--- src/hw/cpu_pkg.sv ---
package cpu_pkg;

    localparam int word_width     = 64; // Data path width
    localparam int instr_width    = 32;
    localparam int cw_width       = 33; // Control word width
    localparam int reg_addr_width = 5;  // 32 registers
    localparam int alu_fs_width   = 5;

    // Control word fields, msb first, lsb given for multi-bit fields
    localparam int cw_alu_en     = 32; // ALU drives bus
    localparam int cw_alu_bs     = 31; // ALU B from k
    localparam int cw_alu_fs     = 26; // 5 bits
    localparam int cw_rf_b_en    = 25; // RF port B drives bus
    localparam int cw_rf_sa      = 20;
    localparam int cw_rf_sb      = 15;
    localparam int cw_rf_da      = 10;
    localparam int cw_rf_w       = 9;
    localparam int cw_ram_en     = 8;  // RAM drives bus
    localparam int cw_ram_w      = 7;
    localparam int cw_pc_en      = 6;  // PC drives bus
    localparam int cw_pc_fs      = 4;  // 2 bits
    localparam int cw_pc_is      = 3;
    localparam int cw_status_ld  = 2;  // Always 0 here
    localparam int cw_next_state = 0;  // 2 bits

    // ALU function, fs[4:2] picks the operation
    // Bit 1 inverts B and feeds carry in, bit 0 inverts A
    localparam logic [4:0] alu_and = 5'b000_00;
    localparam logic [4:0] alu_or  = 5'b001_00;
    localparam logic [4:0] alu_add = 5'b010_00;
    localparam logic [4:0] alu_xor = 5'b011_00;
    localparam logic [4:0] alu_lsl = 5'b100_00;
    localparam logic [4:0] alu_lsr = 5'b101_00;
    localparam logic [4:0] alu_sub = 5'b010_10; // A + ~B + 1

    localparam logic [1:0] st_fetch = 2'd0;
    localparam logic [1:0] st_exec  = 2'd1;
    localparam logic [1:0] st_halt  = 2'd3;

    localparam logic [1:0] pc_hold = 2'b00;
    localparam logic [1:0] pc_inc4 = 2'b01;

    localparam logic [8:0]  op_movz = 9'b110100101;
    localparam logic [10:0] op_add  = 11'b10001011000;
    localparam logic [10:0] op_sub  = 11'b11001011000;
    localparam logic [10:0] op_and  = 11'b10001010000;
    localparam logic [10:0] op_orr  = 11'b10101010000;
    localparam logic [10:0] op_eor  = 11'b11001010000;
    localparam logic [10:0] op_ldur = 11'b11111000010;
    localparam logic [10:0] op_stur = 11'b11111000000;
    localparam logic [9:0]  op_addi = 10'b1001000100;
    localparam logic [9:0]  op_subi = 10'b1101000100;

    localparam logic [4:0] zero_reg = 5'd31; // Reads as 0

    localparam int ram_words      = 256;
    localparam int ram_addr_lsb   = 3;  // Word addressed, byte offset dropped
    localparam int ram_addr_width = $clog2(ram_words);

endpackage
--- src/hw/control_unit.sv ---
module control_unit
    import cpu_pkg::*;
(
    input  logic                   clock,
    input  logic                   reset,
    input  logic [instr_width-1:0] instr,
    output logic [cw_width-1:0]    cw,
    output logic [word_width-1:0]  k,
    output logic                   halted
);

    logic [instr_width-1:0] ir;     // Instruction register
    logic [1:0]             state;
    logic [cw_width-1:0]    cw_movz;
    logic [cw_width-1:0]    cw_alu;
    logic [cw_width-1:0]    cw_mem;
    logic [word_width-1:0]  k_movz;
    logic [word_width-1:0]  k_alu;
    logic [word_width-1:0]  k_mem;
    logic                   is_movz;
    logic                   is_alu;
    logic                   is_mem;

    // Opcode classes with one decoder each
    assign is_movz = (ir[31:23] == op_movz);
    assign is_alu  = (ir[31:21] inside {op_add, op_sub, op_and, op_orr, op_eor})
                   || (ir[31:22] inside {op_addi, op_subi});
    assign is_mem  = (ir[31:21] == op_ldur) || (ir[31:21] == op_stur);

    iw_decoder_movz i_dec_movz (.instr(ir), .state(state), .cw(cw_movz), .k(k_movz));
    iw_decoder_alu  i_dec_alu  (.instr(ir), .state(state), .cw(cw_alu),  .k(k_alu));
    iw_decoder_mem  i_dec_mem  (.instr(ir), .state(state), .cw(cw_mem),  .k(k_mem));

    always_comb begin
        cw = '0;
        k  = '0;
        case (state)
            st_fetch: cw[cw_next_state +: 2] = st_exec; // Only move on
            st_exec: begin
                if (is_movz) begin
                    cw = cw_movz;
                    k  = k_movz;
                end else if (is_alu) begin
                    cw = cw_alu;
                    k  = k_alu;
                end else if (is_mem) begin
                    cw = cw_mem;
                    k  = k_mem;
                end else begin
                    cw[cw_next_state +: 2] = st_halt; // Unknown opcode
                end
            end
            default: cw[cw_next_state +: 2] = st_halt; // Stay halted
        endcase
    end

    always_ff @(posedge clock) begin
        if (reset)
            state <= st_fetch;
        else
            state <= cw[cw_next_state +: 2];
    end

    always_ff @(posedge clock) begin
        if (state == st_fetch)
            ir <= instr; // Latch word for current pc
    end

    assign halted = (state == st_halt);

    // Decoders only raise their writes in the execute state
    a_no_write_in_fetch: assert property (@(posedge clock) disable iff (reset)
        state == st_fetch |-> !cw_movz[cw_rf_w] && !cw_alu[cw_rf_w]
                              && !cw_mem[cw_rf_w] && !cw_mem[cw_ram_w]);

endmodule

--- src/hw/iw_decoder_mem.sv ---
module iw_decoder_mem
    import cpu_pkg::*;
(
    input  logic [instr_width-1:0] instr,
    input  logic [1:0]             state,
    output logic [cw_width-1:0]    cw,
    output logic [word_width-1:0]  k
);

    logic [10:0]               op11;
    logic [8:0]                offset;  // Signed byte offset
    logic [reg_addr_width-1:0] rn;      // Base register
    logic [reg_addr_width-1:0] rt;      // Data register
    logic                      exec;
    logic                      is_load;
    logic                      is_store;

    assign op11     = instr[31:21];
    assign offset   = instr[20:12];
    assign rn       = instr[9:5];
    assign rt       = instr[4:0];
    assign exec     = (state == st_exec);
    assign is_load  = (op11 == op_ldur);
    assign is_store = (op11 == op_stur);

    // Sign extend the offset
    assign k = {{(word_width-9){offset[8]}}, offset};

    // ALU forms Rn + k as the RAM address, never drives the bus here
    // LDUR takes the bus from RAM, STUR puts Rt on it through port B
    always_comb begin
        cw = '0;
        cw[cw_alu_en]                  = 1'b0;
        cw[cw_alu_bs]                  = 1'b1;
        cw[cw_alu_fs +: alu_fs_width]  = alu_add;
        cw[cw_rf_b_en]                 = exec & is_store;
        cw[cw_rf_sa +: reg_addr_width] = rn;
        cw[cw_rf_sb +: reg_addr_width] = rt;   // Store data
        cw[cw_rf_da +: reg_addr_width] = rt;   // Load target
        cw[cw_rf_w]                    = exec & is_load;
        cw[cw_ram_en]                  = exec & is_load;
        cw[cw_ram_w]                   = exec & is_store;
        cw[cw_pc_en]                   = 1'b0;
        cw[cw_pc_fs +: 2]              = exec ? pc_inc4 : pc_hold;
        cw[cw_pc_is]                   = 1'b0;
        cw[cw_status_ld]               = 1'b0;
        cw[cw_next_state +: 2]         = exec ? st_fetch : st_exec;
    end

endmodule

--- src/hw/iw_decoder_alu.sv ---
module iw_decoder_alu
    import cpu_pkg::*;
(
    input  logic [instr_width-1:0] instr,
    input  logic [1:0]             state,
    output logic [cw_width-1:0]    cw,
    output logic [word_width-1:0]  k
);

    logic [10:0]               op11;  // R-format opcode
    logic [9:0]                op10;  // I-format opcode
    logic [reg_addr_width-1:0] rm;
    logic [reg_addr_width-1:0] rn;
    logic [reg_addr_width-1:0] rd;
    logic [11:0]               imm12;
    logic                      is_imm;
    logic                      exec;
    logic [alu_fs_width-1:0]   fs;

    assign op11   = instr[31:21];
    assign op10   = instr[31:22];
    assign rm     = instr[20:16];
    assign imm12  = instr[21:10];
    assign rn     = instr[9:5];
    assign rd     = instr[4:0];
    assign exec   = (state == st_exec);
    assign is_imm = (op10 == op_addi) || (op10 == op_subi);

    // Zero-extended immediate for ADDI/SUBI
    assign k = is_imm ? {{(word_width-12){1'b0}}, imm12} : '0;

    always_comb begin
        case (op11)
            op_add:  fs = alu_add;
            op_sub:  fs = alu_sub;
            op_and:  fs = alu_and;
            op_orr:  fs = alu_or;
            op_eor:  fs = alu_xor;
            default: fs = alu_add; // ADDI lands here
        endcase
        if (op10 == op_subi)
            fs = alu_sub;
    end

    always_comb begin
        cw = '0;
        cw[cw_alu_en]                  = exec;   // Result onto bus
        cw[cw_alu_bs]                  = is_imm; // k instead of Rm
        cw[cw_alu_fs +: alu_fs_width]  = fs;
        cw[cw_rf_b_en]                 = 1'b0;
        cw[cw_rf_sa +: reg_addr_width] = rn;
        cw[cw_rf_sb +: reg_addr_width] = is_imm ? zero_reg : rm;
        cw[cw_rf_da +: reg_addr_width] = rd;
        cw[cw_rf_w]                    = exec;
        cw[cw_ram_en]                  = 1'b0;
        cw[cw_ram_w]                   = 1'b0;
        cw[cw_pc_en]                   = 1'b0;
        cw[cw_pc_fs +: 2]              = exec ? pc_inc4 : pc_hold;
        cw[cw_pc_is]                   = 1'b0;
        cw[cw_status_ld]               = 1'b0;
        cw[cw_next_state +: 2]         = exec ? st_fetch : st_exec;
    end

endmodule

--- src/hw/iw_decoder_movz.sv ---
module iw_decoder_movz
    import cpu_pkg::*;
(
    input  logic [instr_width-1:0] instr,
    input  logic [1:0]             state,
    output logic [cw_width-1:0]    cw,
    output logic [word_width-1:0]  k
);

    logic [1:0]                hw;  // Halfword slot
    logic [15:0]               imm;
    logic [reg_addr_width-1:0] rd;
    logic                      exec;

    assign hw   = instr[22:21];
    assign imm  = instr[20:5];
    assign rd   = instr[4:0];
    assign exec = (state == st_exec);

    // Immediate moved up by 16 * hw, everything else zero
    assign k = {{(word_width-16){1'b0}}, imm} << {hw, 4'b0000};

    // Rd = XZR | k, result goes out over the bus
    always_comb begin
        cw = '0;
        cw[cw_alu_en]                   = exec;
        cw[cw_alu_bs]                   = 1'b1;    // B side from k
        cw[cw_alu_fs +: alu_fs_width]   = alu_or;
        cw[cw_rf_b_en]                  = 1'b0;
        cw[cw_rf_sa +: reg_addr_width]  = zero_reg; // A reads zero
        cw[cw_rf_sb +: reg_addr_width]  = zero_reg; // Not used
        cw[cw_rf_da +: reg_addr_width]  = rd;
        cw[cw_rf_w]                     = exec;
        cw[cw_ram_en]                   = 1'b0;
        cw[cw_ram_w]                    = 1'b0;
        cw[cw_pc_en]                    = 1'b0;
        cw[cw_pc_fs +: 2]               = exec ? pc_inc4 : pc_hold;
        cw[cw_pc_is]                    = 1'b0;
        cw[cw_status_ld]                = 1'b0; // No flags
        cw[cw_next_state +: 2]          = exec ? st_fetch : st_exec;
    end

endmodule

--- config.mk ---
export PLATFORM = sky130hd
export DESIGN_NAME = control_unit
export DESIGN_NICKNAME = d
export VERILOG_FILES = /design/src/hw/cpu_pkg.sv /design/src/hw/control_unit.sv /design/src/hw/iw_decoder_mem.sv /design/src/hw/iw_decoder_alu.sv /design/src/hw/iw_decoder_movz.sv
export SDC_FILE = /design/constraint.sdc
export NUM_CORES = 1
export LEC_CHECK = 0
export BUFFER_PORTS_ARGS = -buffer_cell sky130_fd_sc_hd__buf_4
export CELL_PAD_IN_SITES_DETAIL_PLACEMENT = 0
export CELL_PAD_IN_SITES_GLOBAL_PLACEMENT = 2
export CORE_MARGIN = 5
export CORE_UTILIZATION = 30
export CTS_CLUSTER_SIZE = 20
export DETAILED_ROUTE_END_ITERATION = 7
export GPL_TIMING_DRIVEN = 0
export PLACE_DENSITY = 0.76
export SYNTH_ARGS = -nofsm -noshare
export SYNTH_HDL_FRONTEND = slang
export SYNTH_HIERARCHICAL = 1
export SYNTH_SLANG_ARGS = --single-unit
--- constraint.sdc ---
create_clock -name clock -period 7.1 [get_ports clock]
set_clock_uncertainty 0.1 [all_clocks]
set_input_delay 0.71 -clock clock [delete_from_list [all_inputs] [get_ports clock]]
set_output_delay 0.71 -clock clock [all_outputs]
set_load 0.005 [all_outputs]
==> flow_metrics.tcl <==
set metrics [dict create \
    grt_pass1_wl_microns 38400 \
    wl_microns 24900 \
    cts_setup_buffers 0 \
    min_to "state[0]" \
    grt_pass1_vias 6501 \
    synth.most_common_cell "buf_4" \
    nets 1224 \
    ios 132 \
    drtIter0Drc 392 \
    worst_slew_pin_slew_ns 0.674 \
    syn_inst 962 \
    synthTopCellsByCount "buf_4 (214), nand3_1 (191), a21oi_1 (97), nand2_1 (97), a21o_1 (95)" \
    synth_top_area_share 0.235 \
    final_layout_size_suffix_gt1_frac 0.356 \
    ys_ff_latch 34 \
    synthTopCellsByArea "buf_4 (23%), edfxtp_1 (14%), nand3_1 (14%)" \
    arrival_ns 2.84 \
    grt_max_degree 29 \
    worstRegToRegCells 7 \
    root_buffer "clkbuf_16" \
    path_clk_slew_ns 0.06 \
    synth_edf_count 32 \
    row_count 55 \
    crit_required_ns 6.29 \
    gr-total-overflow 0 \
    setup_viol 0 \
    hpwl_microns 18700 \
    timing.reg2reg.setup_slack_ns 4.85 \
    netlist_area_sq_um 6850 \
    seq_area_frac_synth 0.146 \
    comb_power_share 0.306 \
    peakVddDrop_mv 0.107 \
    die_w_microns 161 \
    synth_top_area_cell "buf_4" \
    fp.dieH_microns 161 \
    first_pass_iters 5 \
    clock_power_share 0.369 \
    portBuffers 125 \
    worst_slack_ns 3.45 \
    seq_area_sq_um 1000 \
    fmax_mhz 274 \
    place_ws_ns 3.74 \
    clockBufferDepth 2 \
    whs_path_depth 2 \
    place.gp.congestion 0.780 \
    drv_cap 0 \
    cts_buffers 5 \
    cts_max_level 2 \
    postCtsResizedCells 0 \
    internal-power_uw 562 \
    syn_area_per_cell_sq_um 7.12 \
    initial_core_util 0.303 \
    cts-hold-fix-buffers 0 \
    synthToLayoutAreaGrowth_pct 28.2 \
    antennaDiodeCount 0 \
    die-area_sq_um 25900 \
    rsz0062_at_grt "no" \
    swShare 0.295 \
    fin_area_sq_um 8770 \
    final.min_clock_period_ns 3.65 \
    status "complete, no violations" \
    worstHoldStart "reset" \
    multi_input_area_sq_um 4060 \
    path_class "reg2out" \
    cp-end-kind "primary output" \
    antenna_found_initial 0 \
    clk_latency_ns 0.28 \
    power_density_nw_per_um2 90.9 \
    vias_per_cell 4.56 \
    ys_types 52 \
    dpl_cell_area_sq_um 8580 \
    cellLeakagePower_nw 3.60 \
    fillerInstances 2487 \
    min_period_over_period 0.514 \
    cts_tree "yes" \
    power_frac_seq 0.326 \
    hp-class "in2reg" \
    ys.flop_type "edfxtp_1" \
    critical_path.startpoint "state[1]" \
    crit_path_start_kind "flop" \
    drv_slew 0 \
    dr_total_vias 6735 \
    synth-async-reset-ratio 0 \
    cts.sinks 34 \
    drcViolationCount 0 \
    r2r_end "state[1]" \
    finalHoldViolCount 0 \
    ant_nets 0 \
    cp_max_fo 10 \
    switching_power_uw 235 \
    worstReg2RegStart "ir[26]" \
    finalSetupTns_ns 0 \
    core_sq_um 22600 \
    yosysWarningCount 6 \
    wl_per_cell_microns 16.9 \
    grt_usage 0.186 \
    whs_ns 0.492 \
    slew_headroom 0.550 \
]
==> registers in the layout, indices dropped and copies added (netlist names) <==
signal,cells
state,2
ir,32
==> per-layer routing <==
layer	part of all wire	global-route usage	vias up	wire length (microns)
met3	0.044	0.0288	8	1100
li1	-	-	3512	-
met5	0	0	-	0
met4	0.0051	0.0136	0	126
met2	0.44	0.289	127	10900
met1	0.51	0.283	3088	12800
==> cells in the final DEF, fill, tap and decap left out, types with 4 or more instances in the layout <==
| cell | n |
|---|---|
| nor3b_2 | 16 |
| nor4_1 | 4 |
| conb_1 | 98 |
| nor4_2 | 9 |
| a21o_1 | 95 |
| clkbuf_1 | 34 |
| edfxtp_1 | 32 |
| and3_1 | 16 |
| buf_1 | 8 |
| buf_2 | 25 |
| nand3_1 | 191 |
| inv_1 | 16 |
| buf_6 | 16 |
| buf_4 | 339 |
| nand2b_1 | 5 |
| nand2_1 | 97 |
| and3b_1 | 33 |
| a21oi_1 | 97 |
| clkbuf_16 | 5 |
| o31ai_1 | 5 |
==> kinds of logic after synthesis <==
| family | share of synthesized area |
|---|---|
| XOR/XNOR | 0.00128 |
| AND/OR/NAND/NOR | 0.344 |
| buffers and inverters | 0.313 |
| other | 0.00274 |
| AO/OA/AOI/OAI | 0.192 |
| flip-flops | 0.146 |
==> stage by stage <==
step / total power, mW / util / cells
3_3_place_gp: 0.502 / 0.376 / 1465
2_1_floorplan: 0.432 / - / 1055
4_1_cts: 0.804 / 0.389 / 1476
3_5_place_dp: 0.505 / 0.380 / 1468
6_report: 0.798 / 0.389 / 1476
5_1_grt: 0.837 / 0.389 / 1476
==> area by class of cell <==
type / count / area share
multi-input cells: 707 / 0.462
plain buffers: 298 / 0.238
repair buffers: 128 / 0.116
flip-flops and latches: 34 / 0.114
well taps: 285 / 0.0406
clock buffers: 5 / 0.0143
clock inverters: 3 / 0.00784
inverters: 16 / 0.00685
==> worst max-delay path by stage <==
stage	to	slack [ns]	cells after the start
finish	cw[17]	3.45	6
detailed placement	cw[17]	3.74	6
global route	cw[19]	3.35	6
global placement	cw[1]	3.29	3
floorplan	cw[1]	4.34	2
CTS	cw[17]	3.42	6
==> worst max-delay path, cell delays in order (launching register included) <==
cell and delay (ns):
dfxtp_1 0.49, nand2b_1 0.16, clkbuf_1 0.52, clkbuf_1 0.54
clkbuf_1 0.51, a21oi_1 0.13, buf_4 0.18
==> power by group through the flow <==
stage	logic, mW	registers [mW]	clock network [mW]
after floorplan	0.181	0.252	0
after global placement	0.234	0.268	0
after detailed placement	0.241	0.264	0
after CTS	0.242	0.259	0.302
after global routing	0.267	0.262	0.309
final	0.244	0.260	0.294
No activity file was read; power rests on OpenSTA's default activity.
